## config.mk

```make
export PLATFORM = sky130hd
export DESIGN_NAME = memPort
export DESIGN_NICKNAME = d
export VERILOG_FILES = /design/src/logic/lsuPkg.sv /design/src/logic/memPort.sv
export VERILOG_INCLUDE_DIRS = /design/src /design/src/logic
export SDC_FILE = /design/constraint.sdc
export NUM_CORES = 1
export LEC_CHECK = 0
export BUFFER_PORTS_ARGS = -buffer_cell sky130_fd_sc_hd__buf_2
export CAP_MARGIN = 20
export CORE_ASPECT_RATIO = 0.9
export CORE_UTILIZATION = 44
export DETAILED_ROUTE_END_ITERATION = 6
export PLACE_DENSITY = 0.83
export SLEW_MARGIN = 10
export SYNTH_ARGS = -nofsm -noshare
export SYNTH_HDL_FRONTEND = slang
export SYNTH_SLANG_ARGS = --single-unit
export TNS_END_PERCENT = 20
```

## constraint.sdc

```tcl
create_clock -name clk -period 2.4 [get_ports clk]
set_input_delay 0.36 -clock clk [delete_from_list [all_inputs] [get_ports clk]]
set_output_delay 0.36 -clock clk [all_outputs]
set_load 0.01 [all_outputs]
```

## src/logic/lsu_cfg.svh

```systemverilog
`ifndef LSU_CFG_SVH
`define LSU_CFG_SVH

// widths of the core-side load/store interface.
`define LSU_ADDR_W 32
`define LSU_DATA_W 32
`define LSU_TAG_W 4

// queue entries, kept a power of two so the pointers wrap for free.
`define LSU_QUEUE_DEPTH 4

// byte RAM size, addresses wrap modulo this size.
`define LSU_MEM_BYTES 1024
`endif

```

## src/logic/lsuPkg.sv

```systemverilog
`include "lsu_cfg.svh"

package lsuPkg;

    // access size of one request.
    typedef enum logic [1:0] {
        lenByte = 2'd0,
        lenHalf = 2'd1,
        lenWord = 2'd2
    } accLenE;

    typedef struct packed {
        logic                   isStore;
        accLenE                 len;
        logic [`LSU_ADDR_W-1:0] addr;
        logic [`LSU_DATA_W-1:0] wdata;
        logic [`LSU_TAG_W-1:0]  tag;
    } lsReqT;

    // what the memory controller sees, the tag stays in the port.
    typedef struct packed {
        logic                   isStore;
        accLenE                 len;
        logic [`LSU_ADDR_W-1:0] addr;
        logic [`LSU_DATA_W-1:0] wdata;
    } memReqT;

    typedef struct packed {
        logic [`LSU_DATA_W-1:0] rdata;
        logic [`LSU_TAG_W-1:0]  tag;
    } lsRespT;

endpackage

```

## src/logic/memPort.sv

```systemverilog
`timescale 1ns/1ns
`include "lsu_cfg.svh"

module memPort import lsuPkg::*; (
    input  logic                   clk,
    input  logic                   rst,

    input  logic                   issueValid,
    output logic                   issueReady,
    input  lsReqT                  issue,

    output logic                   memValid,
    output memReqT                 memReq,
    input  logic                   memBusy,
    input  logic                   memDone,
    input  logic [`LSU_DATA_W-1:0] memRdata,

    output logic                   respValid,
    output lsRespT                 resp
);

    lsReqT held;
    logic  occupied;
    logic  issued;

    assign issueReady = !occupied;

    assign memReq = '{isStore: held.isStore, len: held.len,
                      addr: held.addr, wdata: held.wdata};

    always_ff @(posedge clk) begin
        if (rst) begin
            occupied  <= 1'b0;
            issued    <= 1'b0;
            memValid  <= 1'b0;
            respValid <= 1'b0;
        end else begin
            respValid <= memDone;
            if (memDone) begin
                occupied <= 1'b0;
                issued   <= 1'b0;
            end
            // the request goes out once, and drops as soon as it is taken.
            if (memValid && !memBusy) begin
                memValid <= 1'b0;
            end else if (occupied && !issued && !memBusy) begin
                memValid <= 1'b1;
                issued   <= 1'b1;
            end
            if (issueValid && issueReady) begin
                occupied <= 1'b1;
            end
        end
    end

    always_ff @(posedge clk) begin
        if (issueValid && issueReady) begin
            held <= issue;
        end
        if (memDone) begin
            resp <= '{rdata: memRdata, tag: held.tag};
        end
    end

endmodule

```

Yosys cells after proc, flatten, opt, wreduce, memory -nomap -nowiden

Cells that the tools add are included.

Muxes and demuxes: 5
Reductions and logical operators: 9

Operators by type and width:

| operator           | count |
|---|---|
| 1-bit two-way mux  | 5 |
| 1-bit logical AND  | 4 |
| 1-bit zero test    | 3 |
| 2-bit nonzero test | 1 |
| 2-bit OR reduction | 1 |

Bits of input ports: 108
Flip-flop bits (word level): 111
Logic and storage cells: 25

Depth between registers and ports, before layout

Depth in word-level cells: 5
Mapped depth: 2

Least setup slack after synthesis

Ideal clock, no wire load.

Path kind: reg2reg
Start: reg occupied
End: reg held[0] in the netlist's numbering (enable)
Library setup time: 0.397 ns
Data arrival time: 1.313 ns
Slack: 0.690 ns
Cell stages (with the launch flop): 2
Path buffers: 0
Clock period less this slack: 1.710 ns
Data required time: 2.003 ns
Path through: dfxtp_1 and2b_2

Cells in the longest elaborated chain, start to end: 2

RTL lines:

| element                | line          | source |
|---|---|---|
| from (decl)            | memPort.sv:23 | `logic occupied;` |
| from (signal assigned) | memPort.sv:33 | `occupied <= 1'b0;` |
| from (signal assigned) | memPort.sv:40 | `occupied <= 1'b0;` |
| from (signal assigned) | memPort.sv:51 | `occupied <= 1'b1;` |
| 1-bit zero test        | memPort.sv:26 | `assign issueReady = !occupied;` |
| 1-bit logical AND      | memPort.sv:57 | `if (issueValid && issueReady) begin` |
| to (signal assigned)   | memPort.sv:58 | `held <= issue;` |
| to (decl)              | memPort.sv:22 | `lsReqT held;` |

Every way passes these cells.
A chain may end at the register's enable or synchronous reset.

Worst setup path in the final report

Start: reg occupied
End: reg held, in the netlist memReq[7] (enable)

The elaborated chain is that of the path after synthesis.

==> impl_metrics.tcl <==
set metrics [dict create \
    outcome "completed" \
    postCtsHoldBufs 0 \
    ys_warn_count 0 \
    drive_gt1_frac 0.655 \
    ir_worst_vdd_mv 0.395 \
    place_area_um2 4590 \
    ys_seq_area_frac 0.854 \
    dieHeight_um 90.8 \
    root_buffer "clkbuf_8" \
    tns_ns 0 \
    worstSetupStartpointType "register" \
    path_class "reg2reg" \
    slew-limit-headroom 0.455 \
    fillerInstances 707 \
    setup_violations 0 \
    drt_iter0_markers 51 \
    avgSynthCellArea_um2 20.5 \
    vias 2020 \
    nNetsFinal 454 \
    cp_max_fo 51 \
    worst_slew_pin_slew_ns 0.817 \
    critPathArrivalTime_ns 1.54 \
    drtAntennaViolNets 0 \
    grt_pass1_vias 2036 \
    synth_area_leaders "edfxtp_1 (83%), buf_4 (13%), dfxtp_1 (2.1%)" \
    cp.required_ns 2.44 \
    max_freq_ghz 0.666 \
    dp.cells 454 \
    rsz0062_at_grt "false" \
    cts_tree "yes" \
    coreArea_um2 8530 \
    ios 214 \
    hold_slack_ns 0.163 \
    antenna_found_initial 0 \
    synth_seq_cells 111 \
    place_congestion 0.656 \
    numCtsBuffers 9 \
    dieArea_um2 9150 \
    syn_inst 188 \
    diodes 0 \
    worstHoldPathType "in2reg" \
    insertion_delay_ns 0.36 \
    synth_fp_nets 296 \
    synth.cell_area_um2 3860 \
    firstDrtPassIters 4 \
    gr-total-overflow 0 \
    drc 0 \
    syn_to_final_growth_pct 24.3 \
    fin_crit_ns 1.50 \
    utilization 0.562 \
    rrSetupSlack_ns 0.90 \
    final.period_utilization 0.625 \
    grt_pass1_wl_um 9740 \
    track_usage 0.147 \
    dp_hpwl_um 5250 \
    clk_path_buf_depth 2 \
    clkTransAtPathRegs_ns 0.11 \
    floorplan.initialDensity 0.452 \
    grt_max_degree 52 \
    yosysTopAreaCell "edfxtp_1" \
    final_cells 470 \
    h-tree-depth 3 \
    critPathCaptureType "register" \
    detail_route.wl_per_cell_um 14.7 \
    vias_per_cell 4.30 \
    rows 32 \
    leakagePower_nw 2.03 \
    ctsResizeCount 0 \
    fin_worst_skew_ns 0.0123 \
    fin_area_um2 4790 \
    p_per_area_nw_per_um2 779 \
    synth_cell_type_count 12 \
    cts_setup_buffers 0 \
    drv_slew 0 \
    hold_viol_final 0 \
    die_w_um 101 \
    maxCapViolations 0 \
    numPortBuffers 213 \
    drt-total-wl_um 6890 \
    cts_num_sinks 111 \
    synth.top_cell.area_share 0.833 \
]
sequential cells by signal, summed over array words and instances, names as in the netlist:
register	cells
respValid	1
memValid	1
issued	1
held	4
memReq	67
resp	36
occupied	1
where the power goes:
group | internal (mW) | total, mW | switching [mW]
clock network | 0.496 | 1.11 | 0.616
registers | 2.27 | 2.30 | 0.0314
logic | 0.144 | 0.321 | 0.177
total | 2.91 | 3.73 | 0.824
metrics by stage:
step | total power, mW | setup WS (ns)
6_report | 3.73 | 0.899
5_1_grt | 3.87 | 0.826
4_1_cts | 3.78 | 0.882
3_5_place_dp | 2.67 | 0.881
3_3_place_gp | 2.66 | 0.921
2_1_floorplan | 2.53 | 0.690
worst max-delay path: stages (launching register included):
cell,delay [ns]
dfxtp_1,0.36
and2b_4,0.49
buf_12,0.32
cells in the mapped netlist:
master    count
nor2b_1       1
or4b_1        1
a21oi_1       2
nor2_1        1
nand2_1       1
or2b_1        1
dfxtp_1       4
and2b_2       1
edfxtp_1    107
a211oi_1      1
inv_1         1
buf_4        67
layout by cell type, fill, tap and decap left out:
master,n
buf_2,213
edfxtp_1,107
clkbuf_8,9
dfxtp_1,4
a21oi_1,2
inv_6,2
and2b_4,1
inv_1,1
or4b_1,1
nand2_1,1
nor2b_1,1
nor2_1,1
a211oi_1,1
or2b_1,1
bufinv_16,1
clkinvlp_4,1
clkinv_1,1
inv_8,1
clkinv_4,1
buf_12,1
logic make-up (layout without fill, tap and decap cells):
family	Yosys count	in the layout	share of synthesized area
buffers and inverters	68	231	0.131
AO/OA/AOI/OAI	3	3	0.00454
flip-flops	111	111	0.854
AND/OR/NAND/NOR	6	6	0.0104
worst paths after layout:
path | end | cells after the start | from
hold / removal | memReq[60]$_DFFE_PP_ | 1 | issue[64]
setup / recovery | memReq[7]$_DFFE_PP_ | 2 | occupied$_SDFFE_PP0P_
hold reg to reg | resp[1]$_DFFE_PP_ | 0 | held[1]$_DFFE_PP_
setup reg to reg | memReq[7]$_DFFE_PP_ | 2 | occupied$_SDFFE_PP0P_
area by class of cell:
cell class	count	area, µm²	share of cell area
flip-flops and latches	111	3290	0.687
repair buffers	214	1090	0.227
well taps	119	149	0.0311
clock buffers	9	124	0.0258
clock inverters	7	78.8	0.0164
multi-input cells	9	58.8	0.0123
inverters	1	3.75	0.000783
metal layers:
layer	vias to the layer above	GRT usage	share of wire
met4	0	0.0507	0.013
met5	-	0	0
li1	935	-	-
met2	127	0.271	0.53
met3	12	0.0697	0.11
met1	946	0.139	0.34
Note: power is estimated with default switching activity, not from simulation.
