==> src/logic/lsu_cfg.svh <==
`ifndef LSU_CFG_SVH
`define LSU_CFG_SVH

// widths of the core-side load/store interface.
`define LSU_ADDR_W 32
`define LSU_DATA_W 32
`define LSU_TAG_W 4

// queue entries, kept a power of two so the pointers wrap for free.
`define LSU_QUEUE_DEPTH 4

// byte RAM size, addresses wrap modulo this size.
`define LSU_MEM_BYTES 1024
`endif

==> src/logic/lsuPkg.sv <==
`include "lsu_cfg.svh"

package lsuPkg;

    // access size of one request.
    typedef enum logic [1:0] {
        lenByte = 2'd0,
        lenHalf = 2'd1,
        lenWord = 2'd2
    } accLenE;

    typedef struct packed {
        logic                   isStore;
        accLenE                 len;
        logic [`LSU_ADDR_W-1:0] addr;
        logic [`LSU_DATA_W-1:0] wdata;
        logic [`LSU_TAG_W-1:0]  tag;
    } lsReqT;

    // what the memory controller sees, the tag stays in the port.
    typedef struct packed {
        logic                   isStore;
        accLenE                 len;
        logic [`LSU_ADDR_W-1:0] addr;
        logic [`LSU_DATA_W-1:0] wdata;
    } memReqT;

    typedef struct packed {
        logic [`LSU_DATA_W-1:0] rdata;
        logic [`LSU_TAG_W-1:0]  tag;
    } lsRespT;

endpackage

==> src/logic/lsQueue.sv <==
`timescale 1ns/1ns
`include "lsu_cfg.svh"

module lsQueue import lsuPkg::*; (
    input  logic  clk,
    input  logic  rst,

    input  logic  reqValid,
    output logic  reqReady,
    input  lsReqT req,

    output logic  issueValid,
    input  logic  issueReady,
    output lsReqT issue
);

    localparam int Depth = `LSU_QUEUE_DEPTH;
    localparam int PtrW = $clog2(Depth);

    lsReqT entries [Depth];

    logic [PtrW-1:0] rdPtr;
    logic [PtrW-1:0] wrPtr;
    logic [PtrW:0]   count;
    logic            full;
    logic            doPush;
    logic            doPop;

    assign full = (count == (PtrW + 1)'(Depth));

    // a full queue still takes a push when the head leaves in the same cycle.
    assign reqReady = !full || issueReady;
    assign issueValid = (count != '0);

    assign doPush = reqValid && reqReady;
    assign doPop = issueValid && issueReady;

    // head entry drives the issue side directly.
    assign issue = entries[rdPtr];

    always_ff @(posedge clk) begin
        if (rst) begin
            rdPtr <= '0;
            wrPtr <= '0;
            count <= '0;
        end else begin
            if (doPush) begin
                wrPtr <= wrPtr + 1'b1;
            end
            if (doPop) begin
                rdPtr <= rdPtr + 1'b1;
            end
            case ({doPush, doPop})
                2'b10: begin
                    count <= count + 1'b1;
                end
                2'b01: begin
                    count <= count - 1'b1;
                end
                default: begin
                    count <= count;
                end
            endcase
        end
    end

    always_ff @(posedge clk) begin
        if (doPush) begin
            entries[wrPtr] <= req;
        end
    end

endmodule

==> config.mk <==
export PLATFORM = sky130hd
export DESIGN_NAME = lsQueue
export DESIGN_NICKNAME = d
export VERILOG_FILES = /design/src/logic/lsuPkg.sv /design/src/logic/lsQueue.sv
export VERILOG_INCLUDE_DIRS = /design/src /design/src/logic
export SDC_FILE = /design/constraint.sdc
export NUM_CORES = 1
export LEC_CHECK = 0
export CORE_AREA = 2 2 140 142
export CTS_CLUSTER_DIAMETER = 60
export CTS_CLUSTER_SIZE = 14
export DETAILED_ROUTE_END_ITERATION = 8
export DIE_AREA = 0 0 142 144
export DONT_BUFFER_PORTS = 1
export GPL_ROUTABILITY_DRIVEN = 0
export PLACE_DENSITY = 0.72
export SLEW_MARGIN = 0
export SYNTH_ARGS = -nofsm -noshare
export SYNTH_HDL_FRONTEND = slang
export SYNTH_SLANG_ARGS = --single-unit
==> constraint.sdc <==
create_clock -name clk -period 4.6 [get_ports clk]
set_input_delay 0.69 -clock clk [delete_from_list [all_inputs] [get_ports clk]]
set_output_delay 0.69 -clock clk [all_outputs]
set_load 0.05 [all_outputs]
* Word level (Yosys, flattened, before mapping) *
Memory sizes are Yosys's and may differ from the RTL's. A register that Yosys moved wholly into a read port is not among the register bits.
Index checks and enable logic that the tools add are counted.

cells by class
  add/sub/neg operators = 4
  muxes and demuxes = 5
  equality and inequality tests = 3
  reductions and logical operators = 6

operators by type and width
  kind                 count
  $pmux 3 s2           1
  $add 2x1->2 const B  2
  $mux 2               2
  $add 3x1->3 const B  1
  $eq 3x3->1 const B   1
  $reduce_bool 3->1    1
  $sub 3x1->3 const B  1
  $eq 2x1->1 const B   1
  $eq 2x2->1 const B   1
  $logic_and 1x1->1    2
  $mux 1               2
  $reduce_bool 2->1    1
  $logic_not 1->1      1
  $logic_or 1x1->1     1

word-level totals
  register bits after elaboration = 7
  memories kept = 1
  bits of input ports = 75
  memory bits (writable) = 284

memories
  name     depth  width  rd ports  clocked after memory_dff  write ports  line           RTL
  entries  4      71     1         1                         1            lsQueue.sv:20  lsReqT entries [Depth];

* Logic depth before layout (Yosys ltp) *
Gate-level depths: netlist of the first run.

  word-level depth = 6
  depth in mapped cells = 10
  gate-level depth less buffers = 9

* Worst setup path after synthesis of the first run *
OpenSTA, ideal clock, no wires.

  path kind = in2reg
  start = input port issueReady
  end = memory entries[0][0] (netlist name), enable pin
  stages on the path = 3
  setup time = 0.437 ns
  slack = 1.323 ns
  path buffers = 1
  arrival time = 2.840 ns
  cells stage by stage = or4b_1 > buf_2 > and3_1

on the way
  word-level cells in the longest chain between the ends = 4

RTL lines
  item                          line           RTL
  start: declaration            lsQueue.sv:13  input logic issueReady,
  $logic_or 1x1->1              lsQueue.sv:32  assign reqReady = !full || issueReady;
  named net reqReady            lsQueue.sv:9   output logic reqReady,
  $logic_and 1x1->1             lsQueue.sv:35  assign doPush = reqValid && reqReady;
  $mux 1                        lsQueue.sv:68  if (doPush) begin
  $mux 1 (implied by the code)  lsQueue.sv:69  entries[wrPtr] <= req;
  end: declaration              lsQueue.sv:20

The timed path passes the listed nets, and every way through them passes these cells.

==> out/qor.json, run 1 <==
{
  "logic_synthesis": {
    "synthesis.area_per_instance_um2": 25.2,
    "post_synth_num_cell_types": 24,
    "synth_xor_area_share_pct": 0.328,
    "yosys_warnings": 0,
    "syn-instance-count": 423,
    "post_synth_main_area_contributors": "sky130_fd_sc_hd__edfxtp_1 (80%), sky130_fd_sc_hd__mux4_2 (15%), sky130_fd_sc_hd__dfxtp_1 (1.7%)",
    "ys_seq_elements": 293,
    "synthDominantCellAreaShare_pct": 79.9,
    "postSynthNetCount": 504,
    "syn-cell-area_um2": 10700,
    "netlist.top_cell.by_area": "sky130_fd_sc_hd__edfxtp_1",
    "dominantRegCellSynth": "sky130_fd_sc_hd__edfxtp_1",
    "seq_area_frac_synth_pct": 81.6,
    "synth_compound_gate_area_share_pct": 0.469,
    "main_combinational_cell_family_by_area_after_synthesis": "multiplexers",
    "synth_enable_flop_cells": 284,
    "fraction_of_synthesized_area_in_multiplexers_pct": 15.0,
    "synth_simple_gate_area_share_pct": 0.961,
    "postSynth.asyncResetShare_pct": 0,
    "synthAdderAreaFrac_pct": 0.773
  },
  "placement": {
    "post_place_worst_slack_ps": 1410,
    "count_of_buffers_inserted_at_the_top_level_ports": 0,
    "placed_cell_area_um2": 11000,
    "dpl.hpwl_um": 9870
  },
  "sta": {
    "setup_repair_after_global_routing_missed_its_margin": "no",
    "max_freq_ghz": 0.315,
    "min_period_over_period_pct": 69.1,
    "setup_viol_count_final": 0,
    "timing_max_transition_violations_final": 0,
    "tightestPinTransition_ps": 1100,
    "finalWorstPathRequiredPeriod_ps": 3180,
    "slew-limit-headroom_pct": 26.5,
    "final.hold.worst_slack_ps": 258,
    "setup-tns-final_ps": 0,
    "timing_hold_violations_final": 0,
    "final.setup_skew_ps": 6.87,
    "setup_ws_ps": 1420
  },
  "clocking": {
    "cts.reportedPaths.clkPinSlew_ps": 70,
    "clockBufferDepth": 3,
    "clk_sinks": 293,
    "clock_tree.htree_level_count": 1,
    "cts_tree": "yes",
    "clock_tree.root_cell": "sky130_fd_sc_hd__clkbuf_16",
    "post-cts-setup-buffers": 0,
    "cts_inserted_buffers": 24,
    "clock_latency_ps": 500,
    "post_cts_resize_count": 0,
    "postCtsHoldBufs": 0
  },
  "grt": {
    "initial_antenna_violation_count": 0,
    "grt_overflow": 0,
    "largest_net_degree_at_the_start_of_global_routing": 72,
    "groute.usage.overall_pct": 17.0,
    "first_global_vias": 4499,
    "grt_pass1_wl_um": 26000
  },
  "power_and_ir_drop": {
    "power.share.sequential_pct": 48.8,
    "sw_frac_of_total_pct": 31.8,
    "pwr_density_cell_nw_per_um2": 578,
    "p_int_mw": 4.60,
    "share_comb_of_total_power_pct": 24.0,
    "clock_power_share_pct": 27.2,
    "peakVddDrop_mv": 0.407,
    "p_leak_nw": 3.54,
    "p_sw_mw": 2.14
  },
  "layout": {
    "layout.cells.most_common": "sky130_fd_sc_hd__edfxtp_1",
    "drive_above_1_share_pct": 24.0,
    "area_growth_from_synthesis_to_layout_pct": 9.32,
    "layout.cells.most_common_list": "sky130_fd_sc_hd__edfxtp_1 (284), sky130_fd_sc_hd__mux4_2 (71), sky130_fd_sc_hd__clkbuf_16 (25)",
    "design_area_um2": 11700,
    "antennaDiodeCount": 0,
    "final_nets": 517,
    "final_util_pct": 61.2
  },
  "detailed_routing": {
    "postRouteAntennaNets": 0,
    "drt_drc_violations_left": 0,
    "post_drt_via_cell_ratio": 6.09,
    "avgRoutedWirePerCell_um": 24.8,
    "vias": 4217,
    "firstDrtPassIters": 4,
    "first_iter_violations": 257,
    "routed_wirelength_um": 17200
  },
  "floorplanning": {
    "core_region_area_um2": 19100,
    "die_footprint_um2": 20400,
    "start_util_pct": 56.0,
    "die_width_um": 142,
    "ios": 148,
    "rows": 51,
    "dieHeight_um": 144
  },
  "worst_setup_path": {
    "critPathLaunchType": "flip-flop",
    "cp_top_family": "flip-flops",
    "crit_path_top_delay_cell": "sky130_fd_sc_hd__dfxtp_4",
    "type_of_destination_of_the_critical_path": "primary output",
    "worstSetupPathType": "flip-flop to primary output",
    "timing.critical_path.required_ps": 3910,
    "cp_max_stage_delay_ps": 820,
    "chain_of_cells_forming_the_critical_path": "buf_12, mux4_2",
    "critPathMaxFanout": 38,
    "crit_buf_inv": 1,
    "critPathArrivalTime_ps": 2490
  },
  "min_path": {
    "worstHoldPathType": "input port to flip-flop"
  },
  "status": {
    "result_of_the_run": "completed"
  },
  "flow_run": {
    "maxCapViolations": 0
  }
}
## final timing paths
kind / startpoint / to / slack, ps / cells past startpoint
worst max register to register: count[1]$_SDFFE_PP0P_ / count[2]$_SDFFE_PP0P_ / 1690 / 9
worst min register to register: wrPtr[0]$_SDFFE_PP0P_ / wrPtr[0]$_SDFFE_PP0P_ / 530 / 2
worst min-delay path: rst / flip-flop / 260 / 1
worst max-delay path: flip-flop / issue[45] / 1420 / 2
## final cells by class
type | instances | area [um2]
multi-input combinational | 106 | 1890
fill | 1308 | 7410
inverter | 6 | 22.5
sequential | 293 | 8720
tap | 238 | 298
clock buffer | 44 | 697
timing repair buffer | 5 | 50.0
## flip-flops by register name (all words and copies together), names as in the netlist, named ones only
register	flops
count	3
entries	284
rdPtr	2
wrPtr	2
## through the flow
step	std cells	power (mW)
finish	692	6.74
global route	692	7.00
CTS	692	6.83
detailed placement	648	5.00
global placement	648	4.97
floorplan	423	4.79
## cells by family (layout without fill, tap and decap cells)
kind of cell	Yosys count	after routing
adders and majority gates	6	6
xor gates and xnor gates	4	4
and+or+nand+nor	18	18
buffers and inverters	24	55
muxes	71	71
DFF	293	293
AOI/OAI and AO/OA	7	7
## layer usage
metal	global-route usage, %	share of wire [%]	vias up
met5	0	0	-
met4	4.79	1.9	0
met3	5.96	8.8	26
met2	27.3	50	147
met1	22.3	40	2225
li1	-	-	1819
## cells in the mapped netlist (all sizes together), types with 2 or more instances
cell type / count
a21oi: 2
and3: 4
buf: 8
clkbuf: 10
dfxtp: 9
edfxtp: 284
ha: 5
inv: 6
mux4: 71
nor2: 7
o21ai: 2
or3: 2
xor2: 3
## power by group through the flow
stage	Clock [mW]	Sequential, mW	Combinational, mW
2_1_floorplan	0	3.23	1.55
3_3_place_gp	0	3.34	1.63
3_5_place_dp	0	3.36	1.64
4_1_cts	1.89	3.30	1.65
5_1_grt	1.99	3.32	1.69
6_report	1.84	3.29	1.62
No activity file was read; power rests on OpenSTA's default activity.
==> run 2, diff against run 1 <==
ABC_AREA = 1   (was not set)
CORE_AREA = 2 2 143 145   (was 2 2 140 142)
DIE_AREA = 0 0 145 147   (was 0 0 142 144)
PLACE_DENSITY = 0.71   (was 0.72)
clock period = 3 ns   (was 4.6 ns; I/O delays follow)
==> out/qor.json, run 2 <==
{
  "clocking": {
    "post-cts-setup-buffers": {"value": 0, "change": "unchanged"},
    "clockBufferDepth": {"value": 3, "change": "unchanged"},
    "clk_sinks": {"value": 293, "change": "unchanged"},
    "cts_tree": "yes",
    "cts.reportedPaths.clkPinSlew": {"value": 70, "unit": "ps", "change": "about the same"},
    "clock_tree.root_cell": "sky130_fd_sc_hd__clkbuf_16",
    "clock_latency": {"value": 510, "unit": "ps", "change": "about the same"},
    "cts_inserted_buffers": {"value": 24, "change": "unchanged"},
    "clock_tree.htree_level_count": {"value": 1, "change": "unchanged"}
  },
  "logic_synthesis": {
    "ys_seq_elements": {"value": 293, "change": "unchanged"},
    "synth_common_cells": "sky130_fd_sc_hd__edfxtp_1 (284), sky130_fd_sc_hd__nor2_1 (155), sky130_fd_sc_hd__o21ai_0 (129)",
    "seq_area_frac_synth": {"value": 79.0, "unit": "%", "change": "-2.5 points"},
    "synthesis.area_per_instance": {"value": 14.5, "unit": "um2", "change": "-42%"},
    "dominantRegCellSynth": "sky130_fd_sc_hd__edfxtp_1",
    "post_synth_main_area_contributors": "sky130_fd_sc_hd__edfxtp_1 (77%), sky130_fd_sc_hd__o21ai_0 (5.9%), sky130_fd_sc_hd__nor2_1 (5.3%)",
    "postSynthNetCount": {"value": 840, "change": "+67%"},
    "post_synth_num_cell_types": {"value": 20, "change": "-17%"},
    "syn-cell-area": {"value": 11000, "unit": "um2", "change": "+3.2%"},
    "syn-instance-count": {"value": 759, "change": "+79%"},
    "synth_enable_flop_cells": {"value": 284, "change": "unchanged"},
    "netlist.top_cell.by_area": "sky130_fd_sc_hd__edfxtp_1",
    "synthMostInstantiatedCell": "sky130_fd_sc_hd__edfxtp_1",
    "synthDominantCellAreaShare": {"value": 77.4, "unit": "%", "change": "-2.5 points"},
    "postSynth.asyncResetShare": {"value": 0, "unit": "%", "change": "unchanged"},
    "yosys_warnings": {"value": 0, "change": "unchanged"}
  },
  "sta": {
    "timing_max_transition_violations_final": {"value": 0, "change": "unchanged"},
    "setup_repair_after_global_routing_missed_its_margin": "no",
    "timing_hold_violations_final": {"value": 0, "change": "unchanged"},
    "final.setup_skew": {"value": 5.00, "unit": "ps", "change": "-1.87 ps"},
    "finalWorstPathRequiredPeriod_ps": 2710,
    "setup_viol_count_final": {"value": 0, "change": "unchanged"},
    "min_period_over_period_pct": 90.4,
    "slew-limit-headroom": {"value": 63.7, "unit": "%", "change": "+37 points"},
    "final.hold.worst_slack": {"value": 31.8, "unit": "ps", "change": "-226 ps"},
    "max_freq_ghz": 0.369,
    "setup_ws": {"value": 288, "unit": "ps", "change": "-1130 ps"},
    "tightestPinTransition": {"value": 543, "unit": "ps", "change": "-560 ps"}
  },
  "detailed_routing": {
    "drt_drc_violations_left": {"value": 0, "change": "unchanged"},
    "avgRoutedWirePerCell": {"value": 19.5, "unit": "um", "change": "-22%"},
    "firstDrtPassIters": {"value": 4, "change": "unchanged"},
    "vias": {"value": 6315, "change": "+50%"},
    "first_iter_violations": {"value": 387, "change": "+51%"},
    "post_drt_via_cell_ratio": {"value": 5.68, "change": "-6.7%"},
    "postRouteAntennaNets": {"value": 0, "change": "unchanged"},
    "routed_wirelength": {"value": 21700, "unit": "um", "change": "+26%"}
  },
  "floorplanning": {
    "ios": {"value": 148, "change": "unchanged"},
    "start_util": {"value": 55.5, "unit": "%", "change": "-0.42 points"},
    "dieHeight": {"value": 147, "unit": "um", "change": "+2.1%"},
    "die_footprint": {"value": 21300, "unit": "um2", "change": "+4.2%"},
    "core_region_area": {"value": 19800, "unit": "um2", "change": "+4.0%"},
    "die_width": {"value": 145, "unit": "um", "change": "+2.1%"},
    "rows": {"value": 52, "change": "+2.0%"}
  },
  "layout": {
    "layout.cells.most_common_list": "sky130_fd_sc_hd__edfxtp_1 (284), sky130_fd_sc_hd__nor2_1 (151), sky130_fd_sc_hd__o21ai_0 (129)",
    "final_nets": {"value": 904, "change": "+75%"},
    "drive_above_1_share": {"value": 13.8, "unit": "%", "change": "-10 points"},
    "layout.cells.most_common": "sky130_fd_sc_hd__edfxtp_1",
    "top_regs": "entries (284), count (3)",
    "largest_reg_flops": {"value": 284, "change": "unchanged"},
    "fillCellCount": {"value": 1441, "change": "+10%"},
    "antennaDiodeCount": {"value": 0, "change": "unchanged"},
    "multiInputGateArea": {"value": 1970, "unit": "um2", "change": "+4.0%"},
    "area_growth_from_synthesis_to_layout_pct": 13.4,
    "largest_register": "entries",
    "area.sequential": {"value": 8710, "unit": "um2", "change": "about the same"}
  },
  "worst_setup_path": {
    "cp_max_stage_delay": {"value": 430, "unit": "ps", "change": "-390 ps"},
    "reg2reg_from": "count[1]$_SDFFE_PP0P_",
    "worst_r2r_path_depth": {"value": 13, "change": "+4"},
    "rrSetupSlack": {"value": 760, "unit": "ps", "change": "-930 ps"},
    "chain_of_cells_forming_the_critical_path": "inv_6, buf_12, nor2_1, o22ai_1, buf_4",
    "critPathArrivalTime": {"value": 2260, "unit": "ps", "change": "-230 ps"},
    "critPathMaxFanout": {"value": 68, "change": "+79%"},
    "r2r_end": "count[2]$_SDFFE_PP0P_",
    "timing.critical_path.required": {"value": 2550, "unit": "ps", "change": "-1360 ps"},
    "type_of_destination_of_the_critical_path": "primary output",
    "worstSetupPathType": "flip-flop to primary output",
    "critPathLaunchType": "flip-flop",
    "crit_path_top_delay_cell": "sky130_fd_sc_hd__dfxtp_4"
  },
  "grt": {
    "initial_antenna_violation_count": {"value": 0, "change": "unchanged"},
    "grt_pass1_wl": {"value": 34100, "unit": "um", "change": "+32%"},
    "largest_net_degree_at_the_start_of_global_routing": {"value": 121, "change": "+68%"},
    "grt_overflow": {"value": 0, "change": "unchanged"},
    "groute.usage.overall": {"value": 20.1, "unit": "%", "change": "+3.2 points"},
    "first_global_vias": {"value": 6561, "change": "+46%"}
  },
  "power_and_ir_drop": {
    "peakVddDrop": {"value": 0.659, "unit": "mV", "change": "+62%"},
    "p_leak": {"value": 4.20, "unit": "nW", "change": "+19%"},
    "pwr_density_cell": {"value": 904, "unit": "nW/um2", "change": "+57%"}
  },
  "status": {
    "result_of_the_run": "completed"
  },
  "min_path": {
    "holdPathStages": {"value": 0, "change": "-1"},
    "min_delay_worst_endpoint": "entries[2][25]$_DFFE_PP_",
    "worstHoldPathType": "input port to flip-flop",
    "min-delay-start": "req[25]"
  },
  "placement": {
    "count_of_buffers_inserted_at_the_top_level_ports": {"value": 0, "change": "unchanged"},
    "post_place_worst_slack": {"value": 715, "unit": "ps", "change": "-700 ps"},
    "dpl.hpwl": {"value": 12200, "unit": "um", "change": "+23%"}
  },
  "flow_run": {
    "maxCapViolations": {"value": 0, "change": "unchanged"}
  }
}
run 2: cells by family (layout without fill, tap and decap cells):
| group | Yosys count | after routing | share of synthesized area (%) |
|---|---|---|---|
| buffers and inverters | 65 | 147 | 3.43 |
| and+or+nand+nor | 175 | 175 | 6.02 |
| DFF | 293 | 293 | 79.0 |
| AOI/OAI and AO/OA | 220 | 220 | 10.8 |
| adders and majority gates | 6 | 6 | 0.749 |
run 2: worst max path at each step:
| stage | endpoint | startpoint | cells after the start | slack (ps) |
|---|---|---|---|---|
| floorplan | entries[0][0]$_DFFE_PP_ | issueReady | 4 | -500 |
| global placement | count[2]$_SDFFE_PP0P_ | issueReady | 13 | 760 |
| detailed placement | count[2]$_SDFFE_PP0P_ | issueReady | 13 | 710 |
| CTS | issue[40] | flip-flop | 5 | 240 |
| global route | issue[40] | flip-flop | 5 | 140 |
| finish | issue[40] | flip-flop | 5 | 290 |
run 2: area by class of cell:
| cell class | instances | share of cell area (%) |
|---|---|---|
| Sequential cell | 293 | 69.7 |
| Timing Repair Buffer | 84 | 5.67 |
| Clock buffer | 44 | 5.58 |
| Multi-Input combinational cell | 401 | 15.7 |
| Inverter | 19 | 0.611 |
| Tap cell | 270 | 2.70 |
run 2: metal layers:
metal  up-vias  global-route usage [%]  wire length [um]
met4         0                    6.29               518
met3        39                    5.87              1790
met1      3114                    24.9              8640
met5         -                       0                 0
li1       2951                       -                 -
met2       211                    34.7             10700
run 2: metrics by stage:
stage | setup TNS, ps | total power, mW | instances | area, um2 | util, %
after floorplan | -143080 | 7.62 | 759 | 11000 | -
after global placement | 0 | 8.48 | 1066 | 11800 | 59.4
after detailed placement | 0 | 8.57 | 1066 | 11800 | 59.4
after CTS | 0 | 11.4 | 1111 | 12500 | 63.0
after global routing | 0 | 11.8 | 1111 | 12500 | 63.0
final | 0 | 11.3 | 1111 | 12500 | 63.0
run 2: where the power goes:
group          total [mW]  switching, mW  internal [mW]  leakage [nW]
registers            4.89         0.0995           4.79          2.68
clock network        2.84           1.28           1.56         0.331
logic                3.57           2.66          0.913          1.19
run 2: repair_timing:
action,4_1_cts,5_1_grt
setup endpoints to repair,0,0
hold endpoints to repair,1,0
hold buffers,1,0
resized for setup,0,0
run 2: critical path: cells and delay by family (launching register included):
family,cells,cell delay [ps]
DFF,1,430
AOI/OAI and AO/OA,1,290
and+or+nand+nor,1,70
buffers and inverters,3,940
==> run 3, diff against run 2 <==
CORE_AREA = 2 2 130 158   (was 2 2 143 145)
DIE_AREA = 0 0 132 160   (was 0 0 145 147)
PLACE_DENSITY = 0.72   (was 0.71)
==> out/qor.json, run 3 (same netlist as run 2, synthesis figures left out) <==
{
  "floorplanning": {
    "die_width": {"value": 132, "unit": "um", "change": "-9.0%"},
    "dieHeight": {"value": 160, "unit": "um", "change": "+8.8%"},
    "rows": {"value": 57, "change": "+9.6%"},
    "ios": {"value": 148, "change": "unchanged"},
    "die_footprint": {"value": 21100, "unit": "um2", "change": "-0.91%"},
    "core_region_area": {"value": 19800, "unit": "um2", "change": "-0.45%"},
    "start_util": {"value": 55.8, "unit": "%", "change": "+0.25 points"}
  },
  "clocking": {
    "post-cts-setup-buffers": {"value": 0, "change": "unchanged"},
    "post_cts_resize_count": {"value": 0, "change": "unchanged"},
    "cts.reportedPaths.clkPinSlew": {"value": 60, "unit": "ps", "change": "about the same"},
    "cts_inserted_buffers": {"value": 24, "change": "unchanged"},
    "clock_latency": {"value": 500, "unit": "ps", "change": "about the same"},
    "clockBufferDepth": {"value": 3, "change": "unchanged"},
    "cts_tree": "yes",
    "postCtsHoldBufs": {"value": 0, "change": "-1"},
    "clock_tree.root_cell": "sky130_fd_sc_hd__clkbuf_16",
    "clk_sinks": {"value": 293, "change": "unchanged"},
    "clock_tree.htree_level_count": {"value": 1, "change": "unchanged"}
  },
  "sta": {
    "setup_viol_count_final": {"value": 0, "change": "unchanged"},
    "finalWorstPathRequiredPeriod": {"value": 2690, "unit": "ps", "change": "-19.6 ps"},
    "tightestPinTransition": {"value": 593, "unit": "ps", "change": "+49.7 ps"},
    "final.setup_skew": {"value": 6.67, "unit": "ps", "change": "+1.68 ps"},
    "slew-limit-headroom": {"value": 60.5, "unit": "%", "change": "-3.2 points"},
    "max_freq": {"value": 0.371, "unit": "GHz", "change": "+0.73%"},
    "min_period_over_period": {"value": 89.8, "unit": "%", "change": "-0.65 points"},
    "setup_repair_after_global_routing_missed_its_margin": "no",
    "timing_hold_violations_final": {"value": 0, "change": "unchanged"},
    "timing_max_transition_violations_final": {"value": 0, "change": "unchanged"}
  },
  "power_and_ir_drop": {
    "peakVddDrop": {"value": 0.725, "unit": "mV", "change": "+10%"},
    "pwr_density_cell": {"value": 904, "unit": "nW/um2", "change": "about the same"},
    "p_leak": {"value": 4.22, "unit": "nW", "change": "+0.42%"}
  },
  "placement": {
    "placed_cell_area": {"value": 11800, "unit": "um2", "change": "+0.20%"},
    "cell_count_after_placement": {"value": 1065, "change": "-0.094%"},
    "dpl.hpwl": {"value": 12500, "unit": "um", "change": "+2.5%"},
    "count_of_buffers_inserted_at_the_top_level_ports": {"value": 0, "change": "unchanged"}
  },
  "worst_setup_path": {
    "type_of_destination_of_the_critical_path": "primary output",
    "worstSetupPathType": "flip-flop to primary output",
    "timing.critical_path.required": {"value": 2550, "unit": "ps", "change": "about the same"},
    "critPathArrivalTime": {"value": 2240, "unit": "ps", "change": "-20 ps"},
    "critPathLaunchType": "flip-flop",
    "critPathMaxFanout": {"value": 79, "change": "+16%"}
  },
  "layout": {
    "top_regs": "entries (284), count (3)",
    "largest_register": "entries",
    "largest_reg_flops": {"value": 284, "change": "unchanged"},
    "final_nets": {"value": 907, "change": "+0.33%"},
    "layout.cells.most_common_list": "sky130_fd_sc_hd__edfxtp_1 (284), sky130_fd_sc_hd__nor2_1 (151), sky130_fd_sc_hd__o21ai_0 (129)",
    "antennaDiodeCount": {"value": 0, "change": "unchanged"},
    "design_area": {"value": 12500, "unit": "um2", "change": "+0.11%"},
    "drive_above_1_share": {"value": 14.2, "unit": "%", "change": "+0.42 points"},
    "area_growth_from_synthesis_to_layout_pct": 13.5,
    "layout.cells.most_common": "sky130_fd_sc_hd__edfxtp_1",
    "finalNonFillerCells": {"value": 1109, "change": "-0.18%"}
  },
  "min_path": {
    "worstHoldPathType": "input port to flip-flop"
  },
  "detailed_routing": {
    "first_iter_violations": {"value": 462, "change": "+19%"},
    "routed_wirelength": {"value": 22000, "unit": "um", "change": "+1.8%"},
    "met3WireLength": {"value": 1340, "unit": "um", "change": "-25%"},
    "post_drt_via_cell_ratio": {"value": 5.75, "change": "+1.2%"},
    "avgRoutedWirePerCell": {"value": 19.9, "unit": "um", "change": "+2.0%"},
    "top_signal_layer_used": "met4",
    "drt_drc_violations_left": {"value": 0, "change": "unchanged"},
    "firstDrtPassIters": {"value": 7, "change": "+3"},
    "vias": {"value": 6379, "change": "+1.0%"},
    "met2RoutedLength": {"value": 11800, "unit": "um", "change": "+9.8%"},
    "postRouteAntennaNets": {"value": 0, "change": "unchanged"},
    "detail_route.wirelength.met1": {"value": 8450, "unit": "um", "change": "-2.1%"}
  },
  "grt": {
    "largest_net_degree_at_the_start_of_global_routing": {"value": 143, "change": "+18%"},
    "grt_overflow": {"value": 0, "change": "unchanged"},
    "grt_pass1_wl": {"value": 33900, "unit": "um", "change": "-0.59%"},
    "groute.usage.overall": {"value": 20.6, "unit": "%", "change": "+0.51 points"},
    "first_global_vias": {"value": 6477, "change": "-1.3%"},
    "initial_antenna_violation_count": {"value": 0, "change": "unchanged"}
  },
  "flow_run": {
    "maxCapViolations": {"value": 0, "change": "unchanged"}
  },
  "status": {
    "result_of_the_run": "completed"
  }
}
run 3: cell types whose count changed in the layout (fill, tap and decap cells not counted), sizes merged:
| cell | delta |
|---|---|
| dlygate4sd3 | -1 |
| buf | +4 |
run 3: final timing paths:
path / startpoint / endpoint / slack [ps] / cells past startpoint
worst max-delay path: flip-flop / issue[60] / 310 / 5
worst min-delay path: rst / flip-flop / 20 / 1
worst max register to register: count[1]$_SDFFE_PP0P_ / count[2]$_SDFFE_PP0P_ / 860 / 13
worst min register to register: rdPtr[1]$_SDFFE_PP0P_ / flip-flop / 490 / 2
run 3: power breakdown:
part / internal, mW / switching, mW / leakage (nW)
clock: 1.56 / 1.29 / 0.331
sequential: 4.79 / 0.0771 / 2.68
combinational: 0.916 / 2.68 / 1.21
run 3: through the flow:
step                      util [%]  setup slack, ps  TNS [ps]  total power [mW]  hold slack, ps
after global routing          63.3              154         0              11.7            10.4
after detailed placement      59.8              819         0              8.57             483
after global placement        59.8              863         0              8.49             482
after floorplan                  -             -504   -143080              7.62             459
final                         63.3              307         0              11.3            18.6
after CTS                     63.3              254         0              11.4            1.75
run 3: layout make-up:
type	count	area (um2)
flip-flops and latches	293	8710
fillers	1402	7240
multi-input cells	401	1970
repair buffers	87	728
clock buffers	44	697
well taps	265	332
inverters	19	76.3
run 3: worst max-delay path, cell delays in order, from the launching register on:
cell and delay (ps):
sky130_fd_sc_hd__dfxtp_4 360, sky130_fd_sc_hd__inv_6 400, sky130_fd_sc_hd__buf_4 370, sky130_fd_sc_hd__o21ai_0 110, sky130_fd_sc_hd__o22ai_1 210, sky130_fd_sc_hd__buf_4 250
run 3: routing by layer:
layer  vias up  GRT usage [%]
met5         -              0
met1      3179           24.5
li1       2963              -
met3        35           4.10
met4         0           6.77
met2       202           37.7
